## src/pusher_pkg.sv

```systemverilog
package pusher_pkg;

    ////////////////////////////////////////////////////////////////////////////
    // widths and pipeline constants
    ////////////////////////////////////////////////////////////////////////////

    localparam int GRID_BITS  = 8;                     // 256 x 256 periodic grid
    localparam int FRAC_BITS  = 12;
    localparam int POS_BITS   = GRID_BITS + FRAC_BITS;
    localparam int PHI_BITS   = 16;                    // signed potential sample
    localparam int EF_BITS    = PHI_BITS + 1;
    localparam int COEFF_BITS = 2 * FRAC_BITS + 1;     // full weight is 2**24

    localparam int NUM_GYRO    = 4;
    localparam int NUM_STENCIL = 12;
    localparam int NUM_CORNERS = 4;                    // LL, LR, UL, UR

    localparam int PHI_LATENCY  = 2;                   // external phi memory
    localparam int EXB_SHIFT    = 3;                   // stands in for 1/B
    localparam int PUSH_LATENCY = 13;

    ////////////////////////////////////////////////////////////////////////////
    // types
    ////////////////////////////////////////////////////////////////////////////

    // y index in the upper byte
    typedef struct packed {
        logic [GRID_BITS-1:0] y;
        logic [GRID_BITS-1:0] x;
    } grid_addr_t;

    typedef struct packed {
        logic [GRID_BITS-1:0] whole;
        logic [FRAC_BITS-1:0] fraction;
    } pos_t;

    typedef struct packed {
        pos_t y;
        pos_t x;
        pos_t r;    // gyroradius, carried by the particle
    } particle_t;

    typedef struct packed {
        logic [FRAC_BITS-1:0] y;
        logic [FRAC_BITS-1:0] x;
    } frac_pair_t;

    typedef logic signed [PHI_BITS-1:0] phi_t;
    typedef logic signed [EF_BITS-1:0]  ef_t;
    typedef logic [COEFF_BITS-1:0]      coeff_t;

    typedef struct packed {
        ef_t y;
        ef_t x;
    } ef_pair_t;

    // each gyropoint holds corners LL LR UL UR at 0-3,
    // row neighbours x-1 and x+2 at 4-7 and column neighbours y-1 and y+2 at 8-11
    typedef phi_t       [NUM_GYRO-1:0][NUM_STENCIL-1:0] phi_stencil_t;
    typedef grid_addr_t [NUM_GYRO-1:0][NUM_STENCIL-1:0] addr_stencil_t;
    typedef coeff_t     [NUM_GYRO-1:0][NUM_CORNERS-1:0] coeff_set_t;
    typedef ef_pair_t   [NUM_GYRO-1:0][NUM_CORNERS-1:0] corner_field_t;

endpackage

```

## src/exb_update.sv

```systemverilog
module exb_update (
    input  logic                                  clk,
    input  logic                                  rst_ff,
    input  logic                                  valid_avg,
    input  logic signed [pusher_pkg::EF_BITS-1:0] ef_y,
    input  logic signed [pusher_pkg::EF_BITS-1:0] ef_x,
    input  pusher_pkg::particle_t                 particle,
    input  logic                                  noop,
    output logic                                  valid_out,
    output pusher_pkg::particle_t                 particle_out
);
    import pusher_pkg::*;

    logic signed [EF_BITS-1:0] disp_y;
    logic signed [EF_BITS-1:0] disp_x;
    logic                      valid_upd;
    particle_t                 upd;

    // cross product with uniform B swaps the axes and negates the new x
    assign disp_y = ef_x >>> EXB_SHIFT;
    assign disp_x = (-ef_y) >>> EXB_SHIFT;

    always_ff @(posedge clk) begin
        if (rst_ff) begin
            valid_upd <= 1'b0;
            valid_out <= 1'b0;
        end else begin
            valid_upd <= valid_avg;
            valid_out <= valid_upd;
        end
    end

    always_ff @(posedge clk) begin
        upd.r <= particle.r;
        if (noop) begin
            upd.y <= particle.y;
            upd.x <= particle.x;
        end else begin
            upd.y <= pos_t'(particle.y + POS_BITS'(disp_y));    // overflow is the periodic wrap
            upd.x <= pos_t'(particle.x + POS_BITS'(disp_x));
        end
        particle_out <= upd;
    end

endmodule

```

## config.mk

```make
export PLATFORM = sky130hd
export DESIGN_NAME = exb_update
export DESIGN_NICKNAME = d
export VERILOG_FILES = /design/src/pusher_pkg.sv /design/src/exb_update.sv
export SDC_FILE = /design/constraint.sdc
export NUM_CORES = 1
export LEC_CHECK = 0
export BUFFER_PORTS_ARGS = -buffer_cell sky130_fd_sc_hd__buf_4
export CAP_MARGIN = 40
export CORE_ASPECT_RATIO = 0.6
export CORE_MARGIN = 4
export CORE_UTILIZATION = 50
export CTS_BUF_LIST = sky130_fd_sc_hd__clkbuf_16
export DETAILED_ROUTE_END_ITERATION = 10
export PLACE_DENSITY = 0.89
export RECOVER_POWER = 25
export SYNTH_ARGS = -nofsm -noshare
export SYNTH_HDL_FRONTEND = slang
export SYNTH_SLANG_ARGS = --single-unit
```

## constraint.sdc

```tcl
create_clock -name clk -period 5.3 [get_ports clk]
set_input_delay 0 -clock clk [delete_from_list [all_inputs] [get_ports clk]]
set_output_delay 0 -clock clk [all_outputs]
set_load 0.05 [all_outputs]
```

==> run metrics <==
status=finished clean; CTS Sinks=122; GP Congestion=0.870; post-synthesis mux area share=0.00888; top_reg_cell synth=dfxtp_1; largest family of logic cells by synthesized area=compound AO/OA/AOI/OAI gates; CTS tree=done; worst-margin pin slew=0.832 ns; via count=4693; worst path arrival time=4.00 ns; Synth warnings=0; DIE AREA=11600 um2; mean number of vias per cell=5.43; Post-Synthesis Mean Instance Area=10.0 um2; register share of total power=0.377; first-pass GRT wire length=24600 um; RSZ-0062 raised after global routing=false; Mapped Area=4930 um2; Psw=917 uW; CP endpoint kind=register; Clock Latency Late Sink=0.42 ns; FP Rows=27; Crit Path Max Fanout=8; Routed Antenna Nets=0; DRC errors left=0; Slew Viols, Final=0; Num CTS Buffers=17; Syn Nets=631; most frequent CP cell=a221o_1; cts repair resizes=0; Synth Area in Adders=0.110; Pwr Total=2800 uW; crit path max-delay cell type=or4_4; Top Ports=159; Post-Synth Simple-Gate Area=0.122; Hold Crit Class=in2reg; post-synthesis sequential area ratio=0.495; most frequent cells in the layout=buf_4 (135), dfxtp_1 (122), dlygate4sd3_1 (63); number of global-route vias before repair=4807; final setup violation count=0; compound-gate portion of the synthesized area=0.182; switching share of total power=0.327; Pwr Density=379 nW/um2; XOR/XNOR Fraction of Synth Area=0.0640; EDFF count, synth=0; Chip Height=84.9 um; max-cap violation count=0; maximum clock rate=0.273 GHz; largest net degree at the start of global routing=72; Worst Clk Skew=0.0170 ns; Root Buffer=clkbuf_16; register bit count reported by yosys=122; Cell Int Power=1880 uW; wire per inst=17.8 um; period utilisation layout=0.691; Clock power frac=0.388; Layout area overhead=49.9%; Slew headroom=0.445; first-pass iteration count of the detailed router=5; worst slack, placed=1.43 ns; Setup TNS Final=0 ns; combinational share of power=0.235; final wirelength=15400 um; die width=136 um; ys async rst share=0; DP Wirelength=9250 um; Starting Density=0.525; Max clock buf depth=2; count of final hold-check violations=0; clk slew on worst S/H paths=0.06 ns; Leak Pwr=0.00340 uW; share of post-route cells with drive strength above 1=0.262; Core Footprint=9390 um2; initial antenna violation count=2; Final Hold Slack=0.0615 ns; worst-path cell chain=buf_4 -> or4_4 -> or3_1 -> nor3_4 -> xnor2_1 -> ha_1 -> a21oi_1 -> nand2_1 -> a221o_1 -> a221o_1 -> o31a_1 -> nor3_1 -> xor2_1; Critical Path RT=5.64 ns; Final nets=859; Peak VDD IR=0.271 mV; Period minus WS final=3.66 ns; Post-Syn Instances=491; commonest non-fill, non-tap cell in the layout=buf_4; Overflow after GRT=0; H-tree Lvls=4; GRT Util Overall=0.269; Slowest Stage Delay on Critical Path=0.56 ns; count of different cell masters after synthesis=50; port bufs=155; startpoint types=input pin; post-layout worst setup margin=1.64 ns; critical setup path kind=in2reg; drt first-iter violations=327
==> stage by stage <==
step                       util  instances  area (um2)
after global routing      0.787        864        7390
after global placement    0.662        767        6210
after detailed placement  0.662        767        6210
final                     0.787        864        7390
after CTS                 0.786        862        7390
after floorplan               -        491        4930
==> Yosys cell counts, types with 7 or more instances <==
library cell	instances	area, um2
o21a_1	11	82.6
nor3_1	15	75.1
a21o_1	19	143
inv_1	11	41.3
nand2_1	52	195
dfxtp_1	122	2440
nor2_1	21	78.8
nand2b_1	7	43.8
xnor2_1	18	158
xor2_1	18	158
o21ai_0	45	225
a21oi_1	26	130
ha_1	40	500
==> flip-flops by register name, indices dropped and copies added (netlist names) <==
signal	cells
particle_out	60
upd	60
valid_out	1
valid_upd	1
==> routing by layer <==
metal  wire (um)  track usage
met5           0            0
met3        1370       0.0871
met1        6560        0.328
met2        7310        0.460
met4         140       0.0677
==> power groups by stage <==
stage               logic [uW]  registers (uW)  clock network (uW)
global route               700            1060                1140
CTS                        640            1050                1070
floorplan                  217            1240                   0
detailed placement         598            1070                   0
finish                     657            1060                1090
global placement           583            1060                   0
==> cell type report <==
class / instances / area [um2]
flip-flops and latches: 122 / 2440
multi-input cells: 348 / 2400
fillers: 564 / 2000
repair buffers: 218 / 1790
clock buffers: 17 / 425
well taps: 130 / 163
clock inverters: 15 / 116
inverters: 12 / 45.0
diodes: 2 / 5.00
==> cell families after synthesis <==
family	after synthesis
and+or+nand+nor	126
xor gates and xnor gates	36
DFF	122
adders and majority gates	42
AOI/OAI and AO/OA	140
muxes	4
buffers and inverters	21
==> worst max-delay path: cells and delay by family <==
family,cells,cell delay [ns]
XOR/XNOR,2,0.58
buffers and inverters,1,0.12
adder cells (fa/ha/maj),1,0.45
AO/OA/AOI/OAI,4,1.15
AND/OR/NAND/NOR,5,1.68
==> repair_timing <==
item / in CTS / in global routing
hold buffers: 63 / 0
endpoints found under the setup margin: 0 / 0
endpoints found under the hold margin: 62 / 0
setup buffers: 0 / 0
==> worst paths after layout <==
path                   from               end  slack (ns)  cells past startpoint
setup / recovery    ef_y[2]           upd[39]        1.64                     13
hold / removal      ef_x[4]           upd[41]        0.06                      4
setup reg to reg  valid_upd         valid_out        4.77                      1
hold reg to reg     upd[59]  particle_out[59]        0.32                      0
Power figures use the tool's default switching activity.
