<file path="config.mk">
export PLATFORM = sky130hd
export DESIGN_NAME = gyro_stencil
export DESIGN_NICKNAME = d
export VERILOG_FILES = /design/src/pusher_pkg.sv /design/src/gyro_stencil.sv
export SDC_FILE = /design/constraint.sdc
export NUM_CORES = 1
export LEC_CHECK = 0
export ABC_AREA = 1
export BUFFER_PORTS_ARGS = -buffer_cell sky130_fd_sc_hd__buf_2
export CAP_MARGIN = 20
export CORE_AREA = 2 2 362 364
export CTS_CLUSTER_DIAMETER = 120
export DETAILED_ROUTE_END_ITERATION = 8
export DIE_AREA = 0 0 364 366
export SLEW_MARGIN = 20
export SYNTH_ARGS = -nofsm -noshare
export SYNTH_HDL_FRONTEND = slang
export SYNTH_SLANG_ARGS = --single-unit
</file>
<file path="constraint.sdc">
create_clock -name clk -period 1.55 [get_ports clk]
set_input_delay 0.31 -clock clk [delete_from_list [all_inputs] [get_ports clk]]
set_output_delay 0.31 -clock clk [all_outputs]
set_load 0.1 [all_outputs]
</file>
<file path="src/pusher_pkg.sv">
package pusher_pkg;

    ////////////////////////////////////////////////////////////////////////////
    // widths and pipeline constants
    ////////////////////////////////////////////////////////////////////////////

    localparam int GRID_BITS  = 8;                     // 256 x 256 periodic grid
    localparam int FRAC_BITS  = 12;
    localparam int POS_BITS   = GRID_BITS + FRAC_BITS;
    localparam int PHI_BITS   = 16;                    // signed potential sample
    localparam int EF_BITS    = PHI_BITS + 1;
    localparam int COEFF_BITS = 2 * FRAC_BITS + 1;     // full weight is 2**24

    localparam int NUM_GYRO    = 4;
    localparam int NUM_STENCIL = 12;
    localparam int NUM_CORNERS = 4;                    // LL, LR, UL, UR

    localparam int PHI_LATENCY  = 2;                   // external phi memory
    localparam int EXB_SHIFT    = 3;                   // stands in for 1/B
    localparam int PUSH_LATENCY = 13;

    ////////////////////////////////////////////////////////////////////////////
    // types
    ////////////////////////////////////////////////////////////////////////////

    // y index in the upper byte
    typedef struct packed {
        logic [GRID_BITS-1:0] y;
        logic [GRID_BITS-1:0] x;
    } grid_addr_t;

    typedef struct packed {
        logic [GRID_BITS-1:0] whole;
        logic [FRAC_BITS-1:0] fraction;
    } pos_t;

    typedef struct packed {
        pos_t y;
        pos_t x;
        pos_t r;    // gyroradius, carried by the particle
    } particle_t;

    typedef struct packed {
        logic [FRAC_BITS-1:0] y;
        logic [FRAC_BITS-1:0] x;
    } frac_pair_t;

    typedef logic signed [PHI_BITS-1:0] phi_t;
    typedef logic signed [EF_BITS-1:0]  ef_t;
    typedef logic [COEFF_BITS-1:0]      coeff_t;

    typedef struct packed {
        ef_t y;
        ef_t x;
    } ef_pair_t;

    // each gyropoint holds corners LL LR UL UR at 0-3,
    // row neighbours x-1 and x+2 at 4-7 and column neighbours y-1 and y+2 at 8-11
    typedef phi_t       [NUM_GYRO-1:0][NUM_STENCIL-1:0] phi_stencil_t;
    typedef grid_addr_t [NUM_GYRO-1:0][NUM_STENCIL-1:0] addr_stencil_t;
    typedef coeff_t     [NUM_GYRO-1:0][NUM_CORNERS-1:0] coeff_set_t;
    typedef ef_pair_t   [NUM_GYRO-1:0][NUM_CORNERS-1:0] corner_field_t;

endpackage

</file>
<file path="src/gyro_stencil.sv">
module gyro_stencil (
    input  logic                                              clk,
    input  logic                                              rst_ff,
    input  logic                                              valid,
    input  pusher_pkg::particle_t                             particle_in,
    output logic                                              valid_req,
    output pusher_pkg::addr_stencil_t                         raddr,
    output logic                                              valid_frac,
    output pusher_pkg::frac_pair_t [pusher_pkg::NUM_GYRO-1:0] frac
);
    import pusher_pkg::*;

    // node offsets (dy, dx) from the lower-left corner, in stencil order
    localparam int OFF_Y [NUM_STENCIL] = '{0, 0, 1, 1,  0, 0,  1, 1, -1, -1, 2, 2};
    localparam int OFF_X [NUM_STENCIL] = '{0, 1, 0, 1, -1, 2, -1, 2,  0,  1, 0, 1};

    logic                valid_gp;
    logic                valid_addr;
    pos_t [NUM_GYRO-1:0] gp_y;
    pos_t [NUM_GYRO-1:0] gp_x;

    function automatic grid_addr_t node(input pos_t py, input pos_t px,
                                        input int dy, input int dx);
        grid_addr_t a;
        a.y = py.whole + GRID_BITS'(dy);    // wraps mod grid size
        a.x = px.whole + GRID_BITS'(dx);
        return a;
    endfunction

    always_ff @(posedge clk) begin
        if (rst_ff) begin
            valid_gp   <= 1'b0;
            valid_addr <= 1'b0;
        end else begin
            valid_gp   <= valid;
            valid_addr <= valid_gp;
        end
    end

    // four points on the gyro-circle at x-r, x+r, y-r and y+r
    always_ff @(posedge clk) begin
        gp_y[0] <= particle_in.y;
        gp_x[0] <= pos_t'(particle_in.x - particle_in.r);
        gp_y[1] <= particle_in.y;
        gp_x[1] <= pos_t'(particle_in.x + particle_in.r);
        gp_y[2] <= pos_t'(particle_in.y - particle_in.r);
        gp_x[2] <= particle_in.x;
        gp_y[3] <= pos_t'(particle_in.y + particle_in.r);
        gp_x[3] <= particle_in.x;
    end

    always_ff @(posedge clk) begin
        for (int g = 0; g < NUM_GYRO; g++) begin
            for (int s = 0; s < NUM_STENCIL; s++) begin
                raddr[g][s] <= node(gp_y[g], gp_x[g], OFF_Y[s], OFF_X[s]);
            end
            frac[g].y <= gp_y[g].fraction;
            frac[g].x <= gp_x[g].fraction;
        end
    end

    assign valid_req  = valid_addr;
    assign valid_frac = valid_addr;    // fractions leave with the addresses

endmodule

</file>
==> results.py <==
metrics = {
    "placement": {
        "io_buffers": 928,
        "hpwl_dp_um": 79100,
        "place_inst": 4437,
        "gp_congestion": 0.880,
        "postPlaceCellArea_mm2": 0.0281,
    },
    "clocking": {
        "tritoncts": "done",
        "htree_levels": 2,
        "clockRootBuffer": "clkbuf_16",
        "number_of_buffers_added_by_the_clock_tree_synthesis_step": 50,
        "cts.sink_count": 370,
        "cts.clk_slew.worst_paths_ps": 60,
        "worst_skew_pair_later_pin_latency_ps": 640,
        "maximum_root_to_sink_buffer_count": 3,
    },
    "sta": {
        "transition_time_at_the_pin_with_the_least_slew_margin_ps": 491,
        "final_hold_vio_count": 0,
        "clock_skew_ps": 50.6,
        "grt_setup_unrepaired": "yes",
        "min_period_over_period_pct": 113,
        "final_period_minus_worst_setup_slack_ps": 1750,
        "fin_worst_hold_slack_ps": 53.0,
        "layout_setup_ws_ps": -203,
        "timing.slew.headroom_pct": 67.2,
        "max_freq_mhz": 570,
        "number_of_failing_setup_endpoints_in_the_final_timing_report": 646,
        "setup_total_negative_slack_ps": -55520,
        "slew_violations": 0,
    },
    "hold_path": {
        "hold_class": "in -> reg",
        "timing.hold.worst_endpoint": "gp_x[70]$_DFF_P_",
        "worstHoldStart": "particle_in[30]",
        "min_delay_path_depth": 2,
    },
    "synthesis": {
        "synth.net_count": 2321,
        "synth_top_area_share_pct": 39.9,
        "synth.lib_cells_used.distinct": 30,
        "synthesis.area_per_instance_um2": 8.64,
        "synth-edff-count": 0,
        "yosysMostFrequentCell": "buf_4",
        "synthArstFlopShare_pct": 0,
        "synth-seq-cells": 370,
        "ranking_of_synthesized_cells_by_instance_count": "buf_4 (631), dfxtp_1 (370), nand2_1 (333), inv_1 (193), xor2_1 (117)",
        "syn-cell-area_mm2": 0.0186,
        "share_of_synthesized_area_occupied_by_flip_flops_and_latches_pct": 39.9,
        "synth-warning-count": 0,
        "yosys.area.top_type": "dfxtp_1",
        "synth_area_leaders": "dfxtp_1 (40%), buf_4 (26%), ha_1 (7.0%)",
        "netlist_instances": 2150,
        "postSynth.topFlopCell": "dfxtp_1",
    },
    "die": {
        "floorplan.rows": 132,
        "die_area_mm2": 0.133,
        "core_region_area_mm2": 0.129,
        "initial_utilization_pct": 14.4,
        "die_h_um": 366,
        "pin_count": 929,
        "die_x_um": 364,
    },
    "grt": {
        "grt_pass1_wl_um": 142000,
        "via_count_of_the_first_global_routing_pass": 16800,
        "grt_overflow": 0,
        "grt_use_total_pct": 15.3,
        "antenna_violations_before_repair": 22,
        "grt_max_degree": 14,
    },
    "layout": {
        "final_area_mm2": 0.0403,
        "finish.net_count": 3071,
        "share_of_layout_cells_above_drive_strength_1_pct": 56.7,
        "synthToLayoutAreaGrowth_pct": 117,
        "fillCellCount": 12500,
        "post_layout_cell_count": 4689,
    },
    "job": {
        "maxCapViolCount": 0,
    },
    "detailed_routing": {
        "drt_iter0_drc": 723,
        "ant_nets": 0,
        "post_drt_wl_per_cell_um": 22.9,
        "drt-pass1-iter-count": 8,
        "route.final.wire_length_um": 107000,
        "routed_via_density": 3.48,
        "num_vias": 16300,
        "drt_drc_violations_left": 0,
    },
    "pwr": {
        "leakage_nw": 18.5,
        "pwr-share-seq_pct": 20.1,
        "worst_ir_drop_vdd_uv": 1310,
        "power.density_cell_area_mw_per_mm2": 1850,
        "combPwrFrac_pct": 63.0,
        "power_switching_share_pct": 53.3,
        "clock_power_share_pct": 16.9,
        "total_switching_power_mw": 39.8,
        "p_int_mw": 34.9,
    },
    "setup_path": {
        "timing.rr.start": "gp_x[12]$_DFF_P_",
        "end_kind": "output pin",
        "r2r_cells": 6,
        "start_kind": "flip-flop",
        "worst-path-max-fanout": 8,
        "crit_path_kind": "reg -> out",
        "timing.reg2reg.setup_slack_ps": 40,
        "regToRegEndpoint": "raddr[102]$_DFF_P_",
        "cp_data_required_time_ps": 1240,
        "worstPathArrival_ps": 1440,
    },
    "status": {
        "violations_in_the_final_reports": "negative setup slack",
        "run_status": "finished with violations",
    },
}
[worst max-delay path, stage by stage (launching register included)]
cell and delay, ps:
dfxtp_4 460, buf_4 170, buf_12 160
[cells in the final DEF (no fill, tap or decap), types with 7 or more instances in the layout]
master         synthesis  final
buf_6                  7    114
o21bai_1               7      7
dfxtp_1              370    150
xor2_1               117    117
nand3_1               91     91
buf_8                  0     24
inv_2                  4      9
a21oi_1               56     55
clkbuf_8               0      7
nor3_1                17     13
a21o_1                 7      7
buf_16                 0     31
xnor2_1               10     10
ha_1                 104    100
nand4_1               15     15
o21ai_0               30     29
nand2_1              333    330
inv_1                193    188
buf_4                631    239
diode_2                0      9
nor2_1               113    113
dlygate4sd3_1          0     36
dfxtp_2                0     39
dfxtp_4                0    181
clkbuf_16              0     51
bufinv_16              0      7
nand2_2                7     10
buf_12                 0    838
buf_2                  4     62
[stage by stage]
step | util, % | power (mW) | setup slack [ps]
global placement | 21.8 | 51.7 | -478
floorplan | - | 43.4 | 7.69
CTS | 30.3 | 73.5 | -246
global route | 31.2 | 76.7 | -246
detailed placement | 21.8 | 51.8 | -489
finish | 31.2 | 74.7 | -203
[power by group through the flow]
stage	registers, mW	logic [mW]	clock network, mW
after global placement	13.9	37.8	0
after CTS	14.9	45.5	13.1
final	15.0	47.1	12.7
after global routing	15.2	48.0	13.5
after floorplan	21.5	22.0	0
after detailed placement	13.9	37.8	0
[metal layers]
layer / global-route usage (%) / part of all wire [%] / vias to the layer above
met1: 17.8 / 38 / 7735
met5: 0 / 0.11 / -
met2: 26.0 / 49 / 799
li1: - / - / 7557
met3: 4.95 / 8.9 / 198
met4: 5.68 / 3.9 / 18
[cells by family after synthesis]
family          synth area share (%)
xor+xnor                        5.99
simple gates                    13.5
fa+ha+maj                       7.44
compound gates                  3.09
buf+inv                         30.1
flops                           39.9
[area by class of cell]
type,instances,area [um2],area share [%]
diodes,9,22.5,0.0559
clock buffers,60,1380,3.43
clock inverters,30,415,1.03
inverters,198,743,1.85
multi-input cells,936,5660,14.1
flip-flops and latches,370,8140,20.2
well taps,1742,2180,5.41
repair buffers,1344,21700,54.0
[sequential cells by signal, summed over array words and instances (netlist names)]
register	flops
raddr	180
frac	70
gp_x	59
gp_y	59
valid_frac	1
valid_gp	1
[what timing repair did]
item,in CTS,in global routing
cloned,3,0
pin swaps,0,6
resized for setup,2165,185
endpoints found under the setup margin,864,785
hold buffers,36,1
endpoints found under the hold margin,36,1
setup buffers,75,39
[how the worst max path moves through the flow]
stage	start	endpoint	slack [ps]
detailed placement	particle_in[0]	gp_y[52]$_DFF_P_	-490
global route	raddr[47]$_DFF_P_	raddr[111]	-250
global placement	particle_in[15]	gp_x[19]$_DFF_P_	-480
finish	raddr[47]$_DFF_P_	raddr[111]	-200
floorplan	particle_in[20]	gp_x[16]$_DFF_P_	8
CTS	raddr[438]$_DFF_P_	raddr[726]	-250
Power figures use the tool's default switching activity.
