[config.mk]
export PLATFORM = sky130hd
export DESIGN_NAME = efield_stencil
export DESIGN_NICKNAME = d
export VERILOG_FILES = /design/src/pusher_pkg.sv /design/src/efield_stencil.sv
export SDC_FILE = /design/constraint.sdc
export NUM_CORES = 1
export LEC_CHECK = 0
export BUFFER_PORTS_ARGS = -buffer_cell sky130_fd_sc_hd__buf_2
export CORE_AREA = 2 2 517 519
export CTS_BUF_LIST = sky130_fd_sc_hd__clkbuf_4
export DETAILED_ROUTE_END_ITERATION = 7
export DIE_AREA = 0 0 519 521
export SLEW_MARGIN = 20
export SYNTH_ARGS = -nofsm -noshare
export SYNTH_HDL_FRONTEND = slang
export SYNTH_SLANG_ARGS = --single-unit
[constraint.sdc]
create_clock -name clk -period 2.4 [get_ports clk]
set_clock_uncertainty 0.2 [all_clocks]
set_input_delay 0.12 -clock clk [delete_from_list [all_inputs] [get_ports clk]]
set_output_delay 0.12 -clock clk [all_outputs]
set_load 0.01 [all_outputs]
[src/pusher_pkg.sv]
package pusher_pkg;

    ////////////////////////////////////////////////////////////////////////////
    // widths and pipeline constants
    ////////////////////////////////////////////////////////////////////////////

    localparam int GRID_BITS  = 8;                     // 256 x 256 periodic grid
    localparam int FRAC_BITS  = 12;
    localparam int POS_BITS   = GRID_BITS + FRAC_BITS;
    localparam int PHI_BITS   = 16;                    // signed potential sample
    localparam int EF_BITS    = PHI_BITS + 1;
    localparam int COEFF_BITS = 2 * FRAC_BITS + 1;     // full weight is 2**24

    localparam int NUM_GYRO    = 4;
    localparam int NUM_STENCIL = 12;
    localparam int NUM_CORNERS = 4;                    // LL, LR, UL, UR

    localparam int PHI_LATENCY  = 2;                   // external phi memory
    localparam int EXB_SHIFT    = 3;                   // stands in for 1/B
    localparam int PUSH_LATENCY = 13;

    ////////////////////////////////////////////////////////////////////////////
    // types
    ////////////////////////////////////////////////////////////////////////////

    // y index in the upper byte
    typedef struct packed {
        logic [GRID_BITS-1:0] y;
        logic [GRID_BITS-1:0] x;
    } grid_addr_t;

    typedef struct packed {
        logic [GRID_BITS-1:0] whole;
        logic [FRAC_BITS-1:0] fraction;
    } pos_t;

    typedef struct packed {
        pos_t y;
        pos_t x;
        pos_t r;    // gyroradius, carried by the particle
    } particle_t;

    typedef struct packed {
        logic [FRAC_BITS-1:0] y;
        logic [FRAC_BITS-1:0] x;
    } frac_pair_t;

    typedef logic signed [PHI_BITS-1:0] phi_t;
    typedef logic signed [EF_BITS-1:0]  ef_t;
    typedef logic [COEFF_BITS-1:0]      coeff_t;

    typedef struct packed {
        ef_t y;
        ef_t x;
    } ef_pair_t;

    // each gyropoint holds corners LL LR UL UR at 0-3,
    // row neighbours x-1 and x+2 at 4-7 and column neighbours y-1 and y+2 at 8-11
    typedef phi_t       [NUM_GYRO-1:0][NUM_STENCIL-1:0] phi_stencil_t;
    typedef grid_addr_t [NUM_GYRO-1:0][NUM_STENCIL-1:0] addr_stencil_t;
    typedef coeff_t     [NUM_GYRO-1:0][NUM_CORNERS-1:0] coeff_set_t;
    typedef ef_pair_t   [NUM_GYRO-1:0][NUM_CORNERS-1:0] corner_field_t;

endpackage

[src/efield_stencil.sv]
module efield_stencil (
    input  logic                          clk,
    input  logic                          rst_ff,
    input  logic                          valid_phi,
    input  pusher_pkg::phi_stencil_t      phi_in,
    output logic                          valid_field,
    output pusher_pkg::corner_field_t     field
);
    import pusher_pkg::*;

    ////////////////////////////////////////////////////////////////////////////
    // stencil entries on either side of each corner (LL, LR, UL, UR)
    ////////////////////////////////////////////////////////////////////////////

    localparam int EY_HI [NUM_CORNERS] = '{2, 3, 10, 11};
    localparam int EY_LO [NUM_CORNERS] = '{8, 9, 0, 1};
    localparam int EX_HI [NUM_CORNERS] = '{1, 5, 3, 7};
    localparam int EX_LO [NUM_CORNERS] = '{4, 0, 6, 2};

    corner_field_t diff;

    // central difference over two cells
    function automatic ef_t half_diff(input phi_t hi, input phi_t lo);
        ef_t d;
        d = hi - lo;    // sign-extended into the extra bit
        return d >>> 1;
    endfunction

    // differences taken straight off the memory port
    always_comb begin
        for (int g = 0; g < NUM_GYRO; g++) begin
            for (int c = 0; c < NUM_CORNERS; c++) begin
                diff[g][c].y = half_diff(phi_in[g][EY_HI[c]], phi_in[g][EY_LO[c]]);
                diff[g][c].x = half_diff(phi_in[g][EX_HI[c]], phi_in[g][EX_LO[c]]);
            end
        end
    end

    always_ff @(posedge clk) begin
        if (rst_ff) begin
            valid_field <= 1'b0;
        end else begin
            valid_field <= valid_phi;
        end
    end

    always_ff @(posedge clk) begin
        field <= diff;    // capture on the phi return cycle
    end

endmodule

==> impl_metrics.env, run 1 <==
export IMPL_floorplan_die_height_microns=521
export IMPL_placement_rows=189
export IMPL_yosys_top_cells_area="sky130_fd_sc_hd__dfxtp_1 (30%), sky130_fd_sc_hd__ha_1 (17%), sky130_fd_sc_hd__xnor2_1 (6.7%), sky130_fd_sc_hd__inv_1 (6.5%), sky130_fd_sc_hd__a21oi_1 (4.6%)"
export IMPL_number_of_buffers_inserted_during_clock_tree_synthesis=173
export IMPL_ys_async_sr_fraction_pct=0
export IMPL_first_error="[ERROR RSZ-0060] Max buffer count reached."
export IMPL_post_cts_resize_count=70
export IMPL_yosysSeqAreaShare_pct=29.73
export IMPL_synthesis_instances=4091
export IMPL_post_cts_setup_buffer_count=0
export IMPL_yosys_warnings=0
export IMPL_detailed_place_hpwl_mm=178.4
export IMPL_yosys_register_bits=513
export IMPL_die_w_microns=519
export IMPL_outcome="did not finish"
export IMPL_finalWeightedCongestion=0.9907
export IMPL_cts_root_buffer="sky130_fd_sc_hd__clkbuf_4"
export IMPL_initial_core_util_pct=13.06
export IMPL_place_ws_ns=-0.3327
export IMPL_syn_area_per_cell_sq_um=8.442
export IMPL_synthFlopType="sky130_fd_sc_hd__dfxtp_1"
export IMPL_synth_top_cell_area_share_pct=29.73
export IMPL_synth_nets=5374
export IMPL_synth_enable_flop_cells=0
export IMPL_port_buffer_count=1315
export IMPL_floorplan_io_pins=1316
export IMPL_lastStage="clock tree synthesis"
export IMPL_synth_cell_area_sq_um=34540
export IMPL_cts_hold_buffers=1924
export IMPL_synth_top_cell_by_area="sky130_fd_sc_hd__dfxtp_1"
export IMPL_tritoncts_num_sinks=513
export IMPL_cts_max_path_buffers=4
export IMPL_cts_htree_levels=4
export IMPL_synthDistinctLibCells=71
==> logic make-up after synthesis <==
family | after synthesis | synth area share, %
AO/OA/AOI/OAI | 1104 | 20.40
AND/OR/NAND/NOR | 915 | 13.21
buffers and inverters | 655 | 7.466
flip-flops | 513 | 29.73
adder cells (fa/ha/maj) | 512 | 19.24
XOR/XNOR | 389 | 9.865
multiplexers | 3 | 0.08695
==> per-stage QoR <==
| stage | setup TNS, ns | cells | util (%) | hold slack (ns) | area (sq um) |
|---|---|---|---|---|---|
| 3_5_place_dp | -13.60 | 9321 | 18.36 | 0.07913 | 48540 |
| 3_3_place_gp | -13.73 | 9321 | 18.36 | 0.07441 | 48540 |
| 2_1_floorplan | 0 | 4091 | - | -0.008389 | 34540 |
==> Yosys cell counts (48+ instances only) <==
library cell               instances
sky130_fd_sc_hd__nor2b_1         109
sky130_fd_sc_hd__nor3_1           75
sky130_fd_sc_hd__a21oi_1         320
sky130_fd_sc_hd__xor2_1          124
sky130_fd_sc_hd__ha_1            480
sky130_fd_sc_hd__inv_1           598
sky130_fd_sc_hd__a211oi_1         48
sky130_fd_sc_hd__xnor2_1         265
sky130_fd_sc_hd__a21o_1          173
sky130_fd_sc_hd__o21ai_0         240
sky130_fd_sc_hd__nand3_1          68
sky130_fd_sc_hd__nand2_1         180
sky130_fd_sc_hd__nor2_1          241
sky130_fd_sc_hd__o21bai_1         49
sky130_fd_sc_hd__dfxtp_1         513
sky130_fd_sc_hd__nand2b_1         66
==> run 2, diff against run 1 <==
--- a/config.mk
+++ b/config.mk
@@ -6,10 +6,10 @@
 export NUM_CORES = 1
 export LEC_CHECK = 0
 export BUFFER_PORTS_ARGS = -buffer_cell sky130_fd_sc_hd__buf_2
-export CORE_AREA = 2 2 517 519
-export CTS_BUF_LIST = sky130_fd_sc_hd__clkbuf_4
+export CORE_AREA = 2 2 515 517
 export DETAILED_ROUTE_END_ITERATION = 7
-export DIE_AREA = 0 0 519 521
+export DIE_AREA = 0 0 517 519
+export PLACE_DENSITY_LB_ADDON = 0.15
 export SLEW_MARGIN = 20
 export SYNTH_ARGS = -nofsm -noshare
 export SYNTH_HDL_FRONTEND = slang
==> constraint.sdc (replaced) <==
create_clock -name clk -period 3.1 [get_ports clk]
set_clock_uncertainty 0.2 [all_clocks]
set_input_delay 0.155 -clock clk [delete_from_list [all_inputs] [get_ports clk]]
set_output_delay 0.155 -clock clk [all_outputs]
set_load 0.01 [all_outputs]
==> impl_metrics.env, run 2 <==
export IMPL_outcome="finished, violations left"
export IMPL_failing_checks="setup timing"
export IMPL_worst_setup_path_type="in2reg"
export IMPL_cts_tree="yes"
export IMPL_hold_path_class="in2reg"
export IMPL_ys_async_sr_fraction_pct=0
export IMPL_synthMuxAreaShare_pct=0.08694
export IMPL_crit_path_max_incr_delay_ns=0.58
export IMPL_floorplan_io_pins=1316
export IMPL_yosys_top_cells_count="sky130_fd_sc_hd__inv_1 (598), sky130_fd_sc_hd__dfxtp_1 (513), sky130_fd_sc_hd__ha_1 (480)"
export IMPL_initial_core_util_pct=13.11
export IMPL_combinational_family_with_the_most_area_after_synthesis="compound AO/OA/AOI/OAI gates"
export IMPL_global_route_usage_total_pct=13.72
export IMPL_floorplan_die_height_microns=519
export IMPL_slew_limit_headroom_pct=58.71
export IMPL_areaGrowthSynthToFinish_pct=81.05
export IMPL_yosys_area_share_simple_pct=13.21
export IMPL_synth_top_cell_by_area="sky130_fd_sc_hd__dfxtp_1"
export IMPL_design_die_area_sq_um=268300
export IMPL_drtPass1Iterations=5
export IMPL_grt_overflow_total=0
export IMPL_cp_top_family="buffers and inverters"
export IMPL_yosys_warnings=0
export IMPL_final_min_period_over_clock_period_pct=100.3
export IMPL_tritoncts_num_sinks=513
export IMPL_worstPathMaxFanout=3
export IMPL_synth_enable_flop_cells=0
export IMPL_power_static_leakage_uw=0.03018
export IMPL_grt_start_max_net_pins=11
export IMPL_nets=8146
export IMPL_yosysSeqAreaShare_pct=29.73
export IMPL_drt_initial_drc_count=1564
export IMPL_synth_adder_area_share_pct=19.24
export IMPL_max_freq_mhz=321.7
export IMPL_post_layout_power_uw=30400
export IMPL_vias=39823
export IMPL_drt_wirelength_per_cell_microns=18.28
export IMPL_finalWeightedCongestion=0.8759
export IMPL_cts_root_buffer="sky130_fd_sc_hd__clkbuf_16"
export IMPL_port_buffer_count=1315
export IMPL_final_hold_violation_count=0
export IMPL_cp_startpoint_kind="input port"
export IMPL_worstPathRequired_ns=3.45
export IMPL_die_w_microns=517
export IMPL_via_per_inst=3.790
export IMPL_clkTransAtPathRegs_ns=0.06
export IMPL_synthFlopType="sky130_fd_sc_hd__dfxtp_1"
export IMPL_min_period_ns=3.109
export IMPL_core_area_sq_um=263400
export IMPL_yosys_register_bits=513
export IMPL_num_fill_cells=29536
export IMPL_number_of_buffers_inserted_during_clock_tree_synthesis=82
export IMPL_grt_pass1_vias=42010
export IMPL_end_kind="flop"
export IMPL_cts_htree_levels=3
export IMPL_power_per_cell_area_nw_per_um2=486.1
export IMPL_placement_rows=189
export IMPL_max_cap_violations=0
export IMPL_synth_top_cell_area_share_pct=29.73
export IMPL_synthMostInstantiatedCell="sky130_fd_sc_hd__inv_1"
export IMPL_routed_wl_mm=192.1
export IMPL_final_worst_setup_slack_ns=-0.008943
export IMPL_cp_cell_sequence="dlygate4sd3_1, buf_2, ha_1, dlygate4sd3_1, o21ai_0, a21oi_1, a21oi_2, o21ai_0, a2111oi_1, a21o_1, dlygate4sd3_1"
export IMPL_register_with_the_most_flip_flops="field"
export IMPL_post_synth_xor_area_fraction_pct=9.865
export IMPL_mostFrequentLayoutCell="sky130_fd_sc_hd__dlygate4sd3_1"
export IMPL_worst_slew_pin_transition_ns=0.6141
export IMPL_tns_setup_ns=-0.008943
export IMPL_timing_final_max_slew_violations=0
export IMPL_postRouteAntennaNets=0
export IMPL_synthesis_instances=4091
export IMPL_syn_area_per_cell_sq_um=8.442
export IMPL_critPathArrivalTime_ns=3.46
export IMPL_biggestRegsByFlops="field (512), valid_field (1)"
export IMPL_synth_compound_gate_area_share_pct=20.40
export IMPL_max_ffs_per_register=512
export IMPL_detailed_place_hpwl_mm=161.0
export IMPL_worst_voltage_drop_across_the_vdd_grid_mv=0.3447
export IMPL_number_of_antenna_violations_at_the_first_check_in_global_routing=73
export IMPL_yosys_top_cells_area="sky130_fd_sc_hd__dfxtp_1 (30%), sky130_fd_sc_hd__ha_1 (17%), sky130_fd_sc_hd__xnor2_1 (6.7%), sky130_fd_sc_hd__inv_1 (6.5%), sky130_fd_sc_hd__a21oi_1 (4.6%)"
export IMPL_critical_path_slowest_cell="sky130_fd_sc_hd__dlygate4sd3_1"
export IMPL_synth_cell_area_sq_um=34540
export IMPL_drive_gt1_share_pct=22.91
export IMPL_synthDistinctLibCells=71
export IMPL_rsz_0062_raised_after_global_routing="yes"
export IMPL_critPathBufInv=4
export IMPL_setup_violations=1
export IMPL_synth_nets=5374
export IMPL_mostFrequentLayoutCells="sky130_fd_sc_hd__dlygate4sd3_1 (1,387), sky130_fd_sc_hd__buf_2 (1,315), sky130_fd_sc_hd__inv_1 (598)"
export IMPL_cts_max_path_buffers=3
export IMPL_global_route_wire_length_before_repair_mm=272.5
export IMPL_route_detailed_drc=0
export IMPL_critical_path_top_cell_by_count="sky130_fd_sc_hd__dlygate4sd3_1"
run 2: cell counts after synthesis:
Identical to the previous run, type by type.
run 2: cells by family (layout without fill, tap and decap cells):
| family | after synthesis | in the layout |
|---|---|---|
| AND/OR/NAND/NOR | 915 | 915 |
| flip-flops | 513 | 513 |
| adder cells (fa/ha/maj) | 512 | 512 |
| AO/OA/AOI/OAI | 1104 | 1104 |
| XOR/XNOR | 389 | 389 |
| buffers and inverters | 655 | 3492 |
| multiplexers | 3 | 3 |
| other | 0 | 46 |
run 2: final timing paths:
check,cells past startpoint,end,startpoint
hold / removal,7,field[61],phi_in[154]
setup / recovery,11,field[355],phi_in[438]
run 2: tightest hold or removal path, cell delays in order:
cell,delay [ns]
sky130_fd_sc_hd__buf_2,0.10
sky130_fd_sc_hd__inv_1,0.07
sky130_fd_sc_hd__ha_1,0.18
sky130_fd_sc_hd__a21oi_1,0.07
sky130_fd_sc_hd__a21boi_0,0.13
sky130_fd_sc_hd__nand2_1,0.07
sky130_fd_sc_hd__xor2_1,0.10
run 2: final cells by class:
type,count,area (sq um),share of cell area [%]
multi-input cells,2923,21980,35.14
repair buffers,2745,20810,33.28
flip-flops and latches,513,10270,16.42
well taps,3533,4420,7.069
clock buffers,121,2420,3.870
inverters,598,2245,3.590
clock inverters,28,274.0,0.4382
diodes,46,115.1,0.1841
run 2: timing repair:
item / 4_1_cts / 5_1_grt
gates resized for setup: 0 / 85
hold buffers: 1398 / 0
buffers inserted: 0 / 4
endpoints found under the hold margin: 513 / 0
setup endpoints to repair: 0 / 68
run 2: stage by stage:
step | worst slack (ns) | hold slack (ns) | utilization, % | instances | cell area [sq um]
after global placement | -0.04902 | 0.1155 | 17.27 | 8919 | 45500
after floorplan | 0.7146 | 0.02661 | - | 4091 | 34540
after CTS | 0.01082 | 0.0006349 | 23.60 | 10466 | 62180
after global routing | -0.1249 | 0.02720 | 23.72 | 10494 | 62500
after detailed placement | -0.06009 | 0.1208 | 17.27 | 8919 | 45500
final | -0.008943 | 0.05758 | 23.74 | 10507 | 62530
run 2: power by group:
| part | switching, uW | total [uW] | internal (uW) | leakage (uW) |
|---|---|---|---|---|
| clock network | 3900 | 9610 | 5720 | 0.00133 |
| logic | 6010 | 12100 | 6130 | 0.0245 |
| registers | 606 | 8650 | 8040 | 0.00433 |
| total | 10500 | 30400 | 19900 | 0.0302 |
run 2: routing by layer:
metal  GRT usage, %  share of wire [%]  wire [microns]
met4          5.397                4.0            7632
met3          4.893                8.9           17020
met1          14.29                 38           72180
met5              0              0.096             184
met2          24.83                 49           95090
Power figures use the tool's default switching activity.
